## src/hw/cmd_pkg.sv

```systemverilog
package cmd_pkg;

  // command word is {op, addr, wdata}
  localparam int cmd_width = 16;
  localparam int addr_width = 7;
  localparam int data_width = 8;

  // bit 15 of the command
  typedef enum logic {
    op_write = 1'b0,
    op_read  = 1'b1
  } cmd_op_e;

  typedef enum logic {
    port_a = 1'b0,
    port_b = 1'b1
  } req_port_e;

endpackage

```

## src/hw/link_pkg.sv

```systemverilog
package link_pkg;

  // bit time kept short so frames stay cheap in simulation
  localparam int bit_cycles = 8;
  localparam int frame_bits = 11;
  localparam int reply_timeout_bits = 40;

  localparam int bit_cnt_w = $clog2(bit_cycles);
  localparam logic [bit_cnt_w-1:0] bit_last = bit_cnt_w'(bit_cycles - 1);
  // start bit is rechecked at half a bit time
  localparam logic [bit_cnt_w-1:0] half_last = bit_cnt_w'(bit_cycles / 2 - 1);

  localparam int timeout_cycles = reply_timeout_bits * bit_cycles;
  localparam int tmo_cnt_w = $clog2(timeout_cycles);
  localparam logic [tmo_cnt_w-1:0] tmo_last = tmo_cnt_w'(timeout_cycles - 1);

  typedef enum logic [2:0] {
    tx_st_idle,
    tx_st_start,
    tx_st_data,
    tx_st_parity,
    tx_st_stop
  } tx_state_e;

  typedef enum logic [2:0] {
    rx_st_idle,
    rx_st_start,
    rx_st_data,
    rx_st_parity,
    rx_st_stop
  } rx_state_e;

endpackage
```

## src/hw/uart_cmd_bridge.sv

```systemverilog
module uart_cmd_bridge import cmd_pkg::*; (
  input  logic                 clk,
  input  logic                 rst_n,
  input  logic [cmd_width-1:0] a_cmd,
  input  logic                 a_cmd_vld,
  output logic                 a_cmd_rdy,
  output logic                 a_read_rdy,
  output logic [data_width:0]  a_read_data,
  input  logic [cmd_width-1:0] b_cmd,
  input  logic                 b_cmd_vld,
  output logic                 b_cmd_rdy,
  output logic                 b_read_rdy,
  output logic [data_width:0]  b_read_data,
  output logic                 tx,
  input  logic                 rx
);

  logic [cmd_width-1:0] m_cmd;
  logic                 m_cmd_vld;
  logic                 m_cmd_rdy;
  logic                 m_read_rdy;
  logic [data_width:0]  m_read_data;

  cmd_arbiter u_arb (
    .clk         (clk),
    .rst_n       (rst_n),
    .a_cmd       (a_cmd),
    .a_cmd_vld   (a_cmd_vld),
    .a_cmd_rdy   (a_cmd_rdy),
    .a_read_rdy  (a_read_rdy),
    .a_read_data (a_read_data),
    .b_cmd       (b_cmd),
    .b_cmd_vld   (b_cmd_vld),
    .b_cmd_rdy   (b_cmd_rdy),
    .b_read_rdy  (b_read_rdy),
    .b_read_data (b_read_data),
    .m_cmd       (m_cmd),
    .m_cmd_vld   (m_cmd_vld),
    .m_cmd_rdy   (m_cmd_rdy),
    .m_read_rdy  (m_read_rdy),
    .m_read_data (m_read_data)
  );

  uart_cmd_master u_master (
    .clk       (clk),
    .rst_n     (rst_n),
    .cmd       (m_cmd),
    .cmd_vld   (m_cmd_vld),
    .cmd_rdy   (m_cmd_rdy),
    .read_rdy  (m_read_rdy),
    .read_data (m_read_data),
    .tx        (tx),
    .rx        (rx)
  );

endmodule

```

## src/hw/cmd_arbiter.sv

```systemverilog
module cmd_arbiter import cmd_pkg::*; (
  input  logic                 clk,
  input  logic                 rst_n,
  input  logic [cmd_width-1:0] a_cmd,
  input  logic                 a_cmd_vld,
  output logic                 a_cmd_rdy,
  output logic                 a_read_rdy,
  output logic [data_width:0]  a_read_data,
  input  logic [cmd_width-1:0] b_cmd,
  input  logic                 b_cmd_vld,
  output logic                 b_cmd_rdy,
  output logic                 b_read_rdy,
  output logic [data_width:0]  b_read_data,
  output logic [cmd_width-1:0] m_cmd,
  output logic                 m_cmd_vld,
  input  logic                 m_cmd_rdy,
  input  logic                 m_read_rdy,
  input  logic [data_width:0]  m_read_data
);

  logic                 a_pend;
  logic                 b_pend;
  logic [cmd_width-1:0] a_cmd_q;
  logic [cmd_width-1:0] b_cmd_q;
  logic                 in_flight;
  logic                 a_active;
  logic                 b_active;
  logic                 issue;
  req_port_e            last_port;
  req_port_e            owner;
  req_port_e            grant;

  // on a tie the port not served last goes first
  always_comb begin
    if (a_pend && b_pend)
      grant = (last_port == port_a) ? port_b : port_a;
    else if (b_pend)
      grant = port_b;
    else
      grant = port_a;
  end

  assign issue     = !in_flight && m_cmd_rdy && (a_pend || b_pend);
  assign m_cmd_vld = issue;
  assign m_cmd     = (grant == port_b) ? b_cmd_q : a_cmd_q;

  assign a_active = in_flight && (owner == port_a);
  assign b_active = in_flight && (owner == port_b);

  // ready again in the cycle the master frees up
  assign a_cmd_rdy   = !a_pend && (!a_active || m_cmd_rdy);
  assign b_cmd_rdy   = !b_pend && (!b_active || m_cmd_rdy);
  assign a_read_rdy  = a_active && m_read_rdy;
  assign b_read_rdy  = b_active && m_read_rdy;
  assign a_read_data = (owner == port_a) ? m_read_data : '0;
  assign b_read_data = (owner == port_b) ? m_read_data : '0;

  always_ff @(posedge clk or negedge rst_n) begin
    if (!rst_n) begin
      a_pend    <= 1'b0;
      b_pend    <= 1'b0;
      in_flight <= 1'b0;
      owner     <= port_a;
      last_port <= port_b;
    end else begin
      if (a_cmd_vld)
        a_pend <= 1'b1;
      else if (issue && grant == port_a)
        a_pend <= 1'b0;
      if (b_cmd_vld)
        b_pend <= 1'b1;
      else if (issue && grant == port_b)
        b_pend <= 1'b0;
      if (in_flight && m_cmd_rdy) begin
        in_flight <= 1'b0;
      end else if (issue) begin
        in_flight <= 1'b1;
        owner     <= grant;
        last_port <= grant;
      end
    end
  end

  always_ff @(posedge clk) begin
    if (a_cmd_vld)
      a_cmd_q <= a_cmd;
    if (b_cmd_vld)
      b_cmd_q <= b_cmd;
  end

  // master must take the command and hold off the next one
  a_one_in_flight: assert property (@(posedge clk) disable iff (!rst_n)
    m_cmd_vld |=> !m_cmd_rdy && !m_cmd_vld);

endmodule

```

## src/hw/uart_cmd_master.sv

```systemverilog
module uart_cmd_master import link_pkg::*, cmd_pkg::*; (
  input  logic                  clk,
  input  logic                  rst_n,
  input  logic [cmd_width-1:0]  cmd,
  input  logic                  cmd_vld,
  output logic                  cmd_rdy,
  output logic                  read_rdy,
  output logic [data_width:0]   read_data,
  output logic                  tx,
  input  logic                  rx
);

  typedef enum logic [2:0] {
    m_idle,
    m_send_addr,
    m_wait_addr,
    m_wait_data,
    m_wait_reply,
    m_done
  } master_state_e;

  master_state_e         state;
  logic [cmd_width-1:0]  cmd_q;
  cmd_op_e               op;
  logic [addr_width-1:0] addr;
  logic [tmo_cnt_w-1:0]  tmo_cnt;
  logic                  tx_start;
  logic [7:0]            tx_byte;
  logic                  tx_busy;
  logic                  rx_en;
  logic                  rx_valid;
  logic [7:0]            rx_byte;
  logic                  rx_parity_err;
  logic                  reply_done;
  logic                  tmo_done;

  assign op   = cmd_op_e'(cmd_q[cmd_width-1]);
  assign addr = cmd_q[cmd_width-2 -: addr_width];

  // second frame of a write starts as soon as the first one lets go
  assign tx_start = (state == m_send_addr) ||
                    (state == m_wait_addr && !tx_busy && op == op_write);
  assign tx_byte  = (state == m_send_addr) ? {op == op_read, addr} : cmd_q[data_width-1:0];

  assign rx_en      = (state == m_wait_reply);
  assign reply_done = rx_en && rx_valid;
  assign tmo_done   = rx_en && !rx_valid && (tmo_cnt == tmo_last);
  assign cmd_rdy    = (state == m_idle);

  always_ff @(posedge clk or negedge rst_n) begin
    if (!rst_n) begin
      state    <= m_idle;
      tmo_cnt  <= '0;
      read_rdy <= 1'b0;
    end else begin
      read_rdy <= reply_done || tmo_done;
      case (state)
        m_idle: begin
          if (cmd_vld)
            state <= m_send_addr;
        end
        m_send_addr: state <= m_wait_addr;
        m_wait_addr: begin
          if (!tx_busy) begin
            tmo_cnt <= '0;
            state   <= (op == op_write) ? m_wait_data : m_wait_reply;
          end
        end
        m_wait_data: begin
          if (!tx_busy)
            state <= m_done;
        end
        m_wait_reply: begin
          tmo_cnt <= tmo_cnt + 1'b1;
          if (reply_done || tmo_done)
            state <= m_idle;
        end
        default: state <= m_idle;
      endcase
    end
  end

  always_ff @(posedge clk) begin
    if (cmd_vld && cmd_rdy)
      cmd_q <= cmd;
    if (reply_done)
      read_data <= {rx_parity_err, rx_byte};
    else if (tmo_done)
      read_data <= {1'b1, {data_width{1'b0}}};
  end

  uart_tx_frame u_tx (
    .clk      (clk),
    .rst_n    (rst_n),
    .tx_start (tx_start),
    .tx_byte  (tx_byte),
    .tx       (tx),
    .tx_busy  (tx_busy)
  );

  uart_rx_frame u_rx (
    .clk           (clk),
    .rst_n         (rst_n),
    .rx_en         (rx_en),
    .rx            (rx),
    .rx_valid      (rx_valid),
    .rx_byte       (rx_byte),
    .rx_parity_err (rx_parity_err)
  );

  a_vld_when_rdy: assert property (@(posedge clk) disable iff (!rst_n)
    cmd_vld |-> cmd_rdy);

endmodule

```

## src/hw/uart_rx_frame.sv

```systemverilog
module uart_rx_frame import link_pkg::*; (
  input  logic       clk,
  input  logic       rst_n,
  input  logic       rx_en,
  input  logic       rx,
  output logic       rx_valid,
  output logic [7:0] rx_byte,
  output logic       rx_parity_err
);

  rx_state_e            state;
  logic [2:0]           rx_sync;
  logic                 rx_s;
  logic                 rx_fall;
  logic [bit_cnt_w-1:0] bit_cnt;
  logic [2:0]           bit_idx;
  logic [7:0]           shreg;
  logic                 par_bit;
  logic                 bit_end;

  // line idles high
  always_ff @(posedge clk or negedge rst_n) begin
    if (!rst_n)
      rx_sync <= '1;
    else
      rx_sync <= {rx_sync[1:0], rx};
  end

  assign rx_s    = rx_sync[1];
  assign rx_fall = rx_sync[2] && !rx_sync[1];
  assign bit_end = (bit_cnt == bit_last);

  always_ff @(posedge clk or negedge rst_n) begin
    if (!rst_n) begin
      state    <= rx_st_idle;
      bit_cnt  <= '0;
      bit_idx  <= '0;
      rx_valid <= 1'b0;
    end else begin
      rx_valid <= 1'b0;
      bit_cnt  <= bit_end ? '0 : bit_cnt + 1'b1;
      case (state)
        rx_st_idle: begin
          bit_cnt <= '0;
          if (rx_en && rx_fall)
            state <= rx_st_start;
        end
        rx_st_start: begin
          if (bit_cnt == half_last) begin
            bit_cnt <= '0;
            bit_idx <= '0;
            // glitch if the line went back high
            state <= rx_s ? rx_st_idle : rx_st_data;
          end
        end
        rx_st_data: begin
          if (bit_end) begin
            bit_idx <= bit_idx + 1'b1;
            if (bit_idx == 3'd7)
              state <= rx_st_parity;
          end
        end
        rx_st_parity: begin
          if (bit_end)
            state <= rx_st_stop;
        end
        default: begin
          if (bit_end) begin
            rx_valid <= 1'b1;
            state    <= rx_st_idle;
          end
        end
      endcase
    end
  end

  // mid-bit samples, msb first
  always_ff @(posedge clk) begin
    if (state == rx_st_data && bit_end)
      shreg <= {shreg[6:0], rx_s};
    if (state == rx_st_parity && bit_end)
      par_bit <= rx_s;
    if (state == rx_st_stop && bit_end) begin
      rx_byte       <= shreg;
      rx_parity_err <= ~^{shreg, par_bit};
    end
  end

  // a completed frame ends on a high stop bit
  a_stop_high: assert property (@(posedge clk) disable iff (!rst_n)
    rx_valid |-> $past(rx_s));

endmodule

```

## src/hw/uart_tx_frame.sv

```systemverilog
module uart_tx_frame import link_pkg::*; (
  input  logic       clk,
  input  logic       rst_n,
  input  logic       tx_start,
  input  logic [7:0] tx_byte,
  output logic       tx,
  output logic       tx_busy
);

  tx_state_e            state;
  logic [bit_cnt_w-1:0] bit_cnt;
  logic [2:0]           bit_idx;
  logic [7:0]           shreg;
  logic                 par_bit;
  logic                 bit_end;
  logic                 load;

  assign bit_end = (bit_cnt == bit_last);

  // last stop cycle already accepts the next byte, so frames go back to back
  assign tx_busy = (state != tx_st_idle) && !(state == tx_st_stop && bit_end);
  assign load = tx_start && !tx_busy;

  always_ff @(posedge clk or negedge rst_n) begin
    if (!rst_n) begin
      state   <= tx_st_idle;
      bit_cnt <= '0;
      bit_idx <= '0;
    end else if (load) begin
      state   <= tx_st_start;
      bit_cnt <= '0;
    end else if (state != tx_st_idle) begin
      bit_cnt <= bit_end ? '0 : bit_cnt + 1'b1;
      if (bit_end) begin
        case (state)
          tx_st_start: begin
            state   <= tx_st_data;
            bit_idx <= '0;
          end
          tx_st_data: begin
            bit_idx <= bit_idx + 1'b1;
            if (bit_idx == 3'd7)
              state <= tx_st_parity;
          end
          tx_st_parity: state <= tx_st_stop;
          default:      state <= tx_st_idle;
        endcase
      end
    end
  end

  // odd parity over the byte
  always_ff @(posedge clk) begin
    if (load) begin
      shreg   <= tx_byte;
      par_bit <= ~^tx_byte;
    end else if (state == tx_st_data && bit_end) begin
      shreg <= {shreg[6:0], 1'b0};
    end
  end

  always_comb begin
    case (state)
      tx_st_start:  tx = 1'b0;
      tx_st_data:   tx = shreg[7];
      tx_st_parity: tx = par_bit;
      default:      tx = 1'b1;
    endcase
  end

  // a byte offered while a frame is still on the line would be lost
  a_no_lost_byte: assert property (@(posedge clk) disable iff (!rst_n)
    tx_start |-> !tx_busy);

endmodule

```

## config.mk

```make
export PLATFORM = sky130hd
export DESIGN_NAME = uart_cmd_bridge
export DESIGN_NICKNAME = d
export VERILOG_FILES = /design/src/hw/cmd_pkg.sv /design/src/hw/link_pkg.sv /design/src/hw/uart_cmd_bridge.sv /design/src/hw/cmd_arbiter.sv /design/src/hw/uart_cmd_master.sv /design/src/hw/uart_rx_frame.sv /design/src/hw/uart_tx_frame.sv
export SDC_FILE = /design/constraint.sdc
export NUM_CORES = 1
export LEC_CHECK = 0
export BUFFER_PORTS_ARGS = -buffer_cell sky130_fd_sc_hd__buf_2
export CAP_MARGIN = 20
export CORE_ASPECT_RATIO = 0.7
export CORE_MARGIN = 10
export CORE_UTILIZATION = 57
export CTS_CLUSTER_DIAMETER = 40
export CTS_CLUSTER_SIZE = 16
export DETAILED_ROUTE_END_ITERATION = 6
export PLACE_DENSITY = 0.78
export SYNTH_ARGS = -nofsm -noshare
export SYNTH_HDL_FRONTEND = slang
export SYNTH_HIERARCHICAL = 1
export SYNTH_SLANG_ARGS = --single-unit
```

## constraint.sdc

```tcl
create_clock -name clk -period 3.3 [get_ports clk]
set_input_delay 0.165 -clock clk [delete_from_list [all_inputs] [get_ports clk]]
set_output_delay 0.165 -clock clk [all_outputs]
set_load 0.01 [all_outputs]
```

======== Yosys cells after proc, flatten, opt, wreduce, memory -nomap -nowiden ========
Cells that the tools add are included.
word-level totals
  flip-flop bits (word level) ............. 124
  bits of input ports ..................... 37
  output and inout bits ................... 23
  word-level logic and storage cells ...... 180
operators by class
  $add $sub $neg .......................... 5
  eq/ne operators ......................... 28
  muxes and demuxes ....................... 51
  bitwise operators ....................... 5
  reductions and logical operators ........ 65
operators by type and width
  cell                                                             number
  3-bit two-way mux                                                22
  9-bit two-way mux                                                5
  1-bit logical AND                                                27
  8-bit two-way mux                                                3
  3-bit by 2-bit == test with 1-bit output, second input constant  7
  3-bit == test, second input constant                             7
  2-bit nonzero test                                               10
  2-bit != test, second input constant                             9
  3-bit case mux with 2 select lines                               3
  9-bit case mux with 2 select lines                               1
  16-bit two-way mux                                               1
  3-bit case mux with 5 select lines                               1
  3-bit by 1-bit adder with 3-bit output, second input constant    4
  3-bit case mux with 4 select lines                               1
  1-bit two-way mux                                                11
  9-bit by 1-bit adder with 9-bit output, second input constant    1
  3-bit by 1-bit == test with 1-bit output, second input constant  3
  9-bit == test, second input constant                             1
  1-bit logical NOT                                                9
  3-bit case mux with 3 select lines                               1
  9-bit XNOR reduction                                             1
  4-bit AND reduction                                              2
  8-bit XNOR reduction                                             1
  3-bit logical NOT                                                2
  other kinds (10)                                                 21

======== Depth between registers and ports, before layout ========
  depth after elaboration ................. 11
  depth in mapped cells ................... 11

======== By module ========
Netlist, hierarchy kept.
modules (own cells, without submodules)
  module           instances  cells an instance  area each (µm²)
  uart_cmd_master  1          115                1,641.6
  cmd_arbiter      1          96                 1,577.8
  uart_rx_frame    1          87                 1,333.8
  uart_tx_frame    1          86                 1,032.2

======== Worst setup path before layout ========
OpenSTA, ideal clock, no wires.
  path type ............................... register to register
  start point ............................. register u_master.u_tx.bit_cnt[0]
  end point ............................... register u_master.u_tx.shreg[0] (enable)
  arrival ................................. 2.195 ns
  required time ........................... 2.925 ns
  slack ................................... 0.730 ns
  stages on the path, launching flop included .. 11
  path buffers ............................ 1
  period minus slack after synthesis ...... 2.570 ns
  path through ............................ dfrtp_1 -> ha_1 -> ha_1 -> buf_6 -> nand2b_4 -> nand2_1 -> nand3b_1 -> a21oi_1 -> nand2b_4 -> a21o_2 -> a21oi_1
between the ends
  word-level cells in the longest chain between the ends .. 10
  elaborated cells on any way between the ends .. 11
ends and longest elaborated chain
  element                         RTL line               source
  from (decl)                     uart_tx_frame.sv:11    logic [bit_cnt_w-1:0] bit_cnt;
  from (signal assigned)          uart_tx_frame.sv:33    bit_cnt <= bit_end ? '0 : bit_cnt + 1'b1;
  3-bit == test                   uart_tx_frame.sv:18    assign bit_end = (bit_cnt == bit_last);
  1-bit logical AND               uart_tx_frame.sv:21    assign tx_busy = (state != tx_st_idle) && !(state == tx_st_stop && bit_end);
  1-bit logical NOT               uart_tx_frame.sv:21
  1-bit logical AND               uart_tx_frame.sv:21
  net u_master.tx_busy            uart_cmd_master.sv:29  logic tx_busy;
  1-bit logical NOT               uart_cmd_master.sv:42  (state == m_wait_addr && !tx_busy && op == op_write);
  1-bit logical AND (2 in a row)  uart_cmd_master.sv:42
  1-bit logical OR                uart_cmd_master.sv:41  assign tx_start = (state == m_send_addr) ||
  net u_master.tx_start           uart_cmd_master.sv:27  logic tx_start;
  1-bit logical AND               uart_tx_frame.sv:22    assign load = tx_start && !tx_busy;
  2-bit nonzero test (no line)    n/a
  to (signal assigned)            uart_tx_frame.sv:55    shreg <= tx_byte;
  to (signal assigned)            uart_tx_frame.sv:58    shreg <= {shreg[6:0], 1'b0};
  to (decl)                       uart_tx_frame.sv:13    logic [7:0] shreg;
The timed path passes the listed nets, and every way through them passes these cells.
A chain may end at the register's enable or synchronous reset.

======== Final worst setup path ========
  start point ............................. register u_master.u_tx.bit_cnt[0]
  end point ............................... register u_master.u_tx.shreg[1], data pin
between the ends
  word-level cells in the longest chain between the ends .. 10
ends and longest elaborated chain
  element                         RTL line               source
  3-bit == test                   uart_tx_frame.sv:18
  1-bit logical AND               uart_tx_frame.sv:21
  1-bit logical NOT               uart_tx_frame.sv:21
  1-bit logical AND               uart_tx_frame.sv:21
  net u_master.tx_busy            uart_cmd_master.sv:29
  1-bit logical NOT               uart_cmd_master.sv:42
  1-bit logical AND (2 in a row)  uart_cmd_master.sv:42
  1-bit logical OR                uart_cmd_master.sv:41
  net u_master.tx_start           uart_cmd_master.sv:27
  1-bit logical AND               uart_tx_frame.sv:22
  8-bit two-way mux               uart_tx_frame.sv:54    if (load) begin
The timed path passes the listed nets, and every way through them passes these cells.

==> flow_summary_export.csv <==
group,metric,value,unit
power_and_ir_drop,vdd_drop_max,513,uV
yosys,yosysUniqueCellTypes,64,
yosys,async_flop_share,32.3,%
setup_path,r2r-end,"u_master/u_tx/shreg[1]$_DFFE_PP_",
clocking,cts_root_buffer,"clkbuf_16",
detailed_routing,wl,11000,microns
yosys,netlist.area_leader.share,45.2,%
global_route,use_met3,4.56,%
detailed_routing,vias_per_cell,5.45,
placed_design,post-place-ws,308,ps
setup_path,crit_type,"reg -> reg",
yosys,synth_seq_cells,124,
setup_path,endpoint_kind,"flip-flop",
setup_path,cp-start-kind,"flip-flop",
global_route,overflow,0,
yosys,yosysSeqAreaShare,63.2,%
sta,setup_tns,0,ps
clocking,cts_sinks,124,
sta,worst_slew_pin_slew,908,ps
die,ios,60,
placed_design,numPortBuffers,59,
die,die_area,14200,sq um
yosys,yosys.area.top_type,"edfxtp_1",
clocking,cts_tree,"built",
placed_design,place_congestion,0.796,
sta,period_needed,3040,ps
cells_and_area,syn2layout_area_growth,23.4,%
sta,relSlewSlack,39.4,%
die,coreArea,9610,sq um
yosys,synth_ff_type,"edfxtp_1",
detailed_routing,drc,0,
cells_and_area,nFillCells,607,
global_route,grt_max_degree,41,
sta,fin_ws,261,ps
clocking,cts_resized,0,
detailed_routing,vias,3387,
clocking,clk_pin_slew,60,ps
sta,finalSetupViolCount,0,
detailed_routing,antenna_left,0,
global_route,antenna_found_initial,0,
yosys,ys_top_cells_by_area,"edfxtp_1 45%, dfrtp_1 16%, mux2_4 4.0%",
global_route,grt_usage,16.3,%
setup_path,r2r_start,"u_master/u_tx/bit_cnt[0]$_DFFE_PN0P_",
clocking,cts_made_buffers,17,
yosys,yosysWarningCount,6,
cells_and_area,final_util,71.7,%
sta,slew_violations,0,
sta,finalHoldViolations,0,
die,start_util,58.1,%
global_route,grt_first_pass_wirelength,18400,microns
yosys,synth_edf_count,84,
clocking,clock_latency,410,ps
die,die_h,103,microns
min_path,hp-start,"b_cmd_vld",
setup_path,arrival,3190,ps
die,dieWidth,138,microns
cells_and_area,nNetsFinal,531,
clocking,htree_levels,4,
cells_and_area,drive_gt1_share,31.6,%
sta,rsz0062_at_grt,"no",
detailed_routing,drt_iter0_markers,306,
min_path,holdPathStages,1,
power_and_ir_drop,p_leak,2.86,nW
detailed_routing,dr.pass1.iters,5,
global_route,first_global_vias,3573,
min_path,holdPathEnd,"u_arb/b_cmd_q[3]$_DFFE_PP_",
sta,fmax,329,MHz
yosys,syn_area,5590,sq um
min_path,hold_class,"in -> reg",
placed_design,hpwl,6700,microns
power_and_ir_drop,power_density,780,nW/um^2
setup_path,crit_path_start,"u_master/u_tx/bit_cnt[0]$_DFFE_PN0P_",
global_route,grt_busiest_layer,"met2",
cells_and_area,antenna_cells,0,
global_route,met1_usage,18.9,%
die,num_rows,30,
sta,clock-skew-final,8.00,ps
job,drv_cap,0,
global_route,met2_usage,28.5,%
setup_path,r2r_cells,9,
clocking,clk_path_buf_depth,2,
setup_path,reg2reg_slack,260,ps
yosys,syn_nets,433,
detailed_routing,wl_per_cell,17.6,microns
setup_path,cp_max_fo,9,
yosys,syn_inst,384,
status,status,"finished clean",
setup_path,worstPathRequired,3450,ps
yosys,syn_area_per_cell,14.5,sq um
sta,finalCritPeriodShare,92.1,%
## layer usage
layer,up-vias,share of wire (%)
met2,74,52
met3,8,4.4
met4,0,0.70
li1,1608,-
met5,-,0
met1,1697,43
## flip-flops by register name, indices dropped and copies added (netlist names), 8 cells and up
name                   cells
u_master/tmo_cnt           9
u_master/cmd_q            16
u_master/u_rx/shreg        8
u_master/u_rx/rx_byte      8
u_master/u_tx/shreg        8
u_arb/b_cmd_q             16
u_arb/a_cmd_q             16
u_master/read_data         9
## layout by cell type, fill, tap and decap left out, types with 10 or more instances in the layout
cell type      netlist  routed
edfxtp_1            84      84
buf_2                3      59
dfrtp_1             36      36
dlygate4sd3_1        0      34
nand2_1             25      25
mux2_2              18      18
clkbuf_16            0      17
mux2_4              15      15
o21ai_0             15      15
xnor2_1             14      14
nor2_1              12      12
ha_1                12      12
and2_1              11      11
nor2b_1             10      10
## how the worst max path moves through the flow
stage / end / slack (ps)
after floorplan: u_master/u_tx/shreg[0]$_SDFFCE_PP0P_ / 730
after global placement: u_master/u_tx/shreg[1]$_DFFE_PP_ / 470
after detailed placement: u_master/u_tx/shreg[6]$_DFFE_PP_ / 310
after CTS: u_master/u_tx/shreg[7]$_DFFE_PP_ / 250
after global routing: u_master/u_tx/shreg[1]$_DFFE_PP_ / 40
final: u_master/u_tx/shreg[1]$_DFFE_PP_ / 260
## cells in the mapped netlist, types with 3 or more instances
library cell / count
dfstp_2: 4
clkbuf_1: 3
nor3b_1: 4
a21oi_1: 8
buf_2: 3
buf_6: 7
and2_1: 11
ha_1: 12
xnor2_1: 14
inv_1: 9
nor2b_1: 10
nor3_1: 4
nand3_1: 7
mux2_4: 15
nand2_1: 25
mux2_2: 18
nor2_1: 12
dfrtp_1: 36
and3_1: 8
inv_2: 3
o21a_1: 3
mux2i_1: 4
a21o_1: 4
edfxtp_1: 84
nand2b_1: 3
o21ai_0: 15
a31oi_1: 4
nand3b_1: 3
or3_1: 3
## what timing repair did
action / 4_1_cts / 5_1_grt
setup buffers: 0 / 0
endpoints found under the hold margin: 69 / 0
hold buffers: 34 / 0
## cell type report
type	count	area (sq um)	area share (%)
sequential	124	3530	51.2
clock inverter	14	215	3.12
tap	128	160	2.32
clock buffer	17	425	6.17
multi-input combinational	231	1860	27.0
timing repair buffer	96	658	9.55
inverter	12	45.0	0.654
## per-stage QoR
step	instance area (sq um)	instances	total power [mW]	hold WS [ps]
final	6890	622	5.38	211
after global placement	5910	557	3.26	270
after CTS	6890	622	5.40	213
after detailed placement	5910	557	3.32	271
after floorplan	5590	384	3.12	-131
after global routing	6890	622	5.64	224
## report_power, final
group	internal [mW]	switching (mW)
clock network	1.34	0.670
logic	0.597	0.592
registers	1.95	0.227
## kinds of logic after synthesis
family / synth area share [%]
AO/OA/AOI/OAI: 7.55
XOR/XNOR: 2.35
adder cells (fa/ha/maj): 2.69
buffers and inverters: 3.54
flip-flops: 63.2
multiplexers: 8.38
AND/OR/NAND/NOR: 12.3
## critical path, stage by stage, from the launching register on
cell	delay, ps
dfrtp_1	370
ha_1	160
ha_1	320
nand2b_4	210
nand2_1	110
nand3b_1	210
a21oi_1	390
nand2b_4	100
nor3b_4	510
mux2_2	410
(Power assumes the default switching activity.)
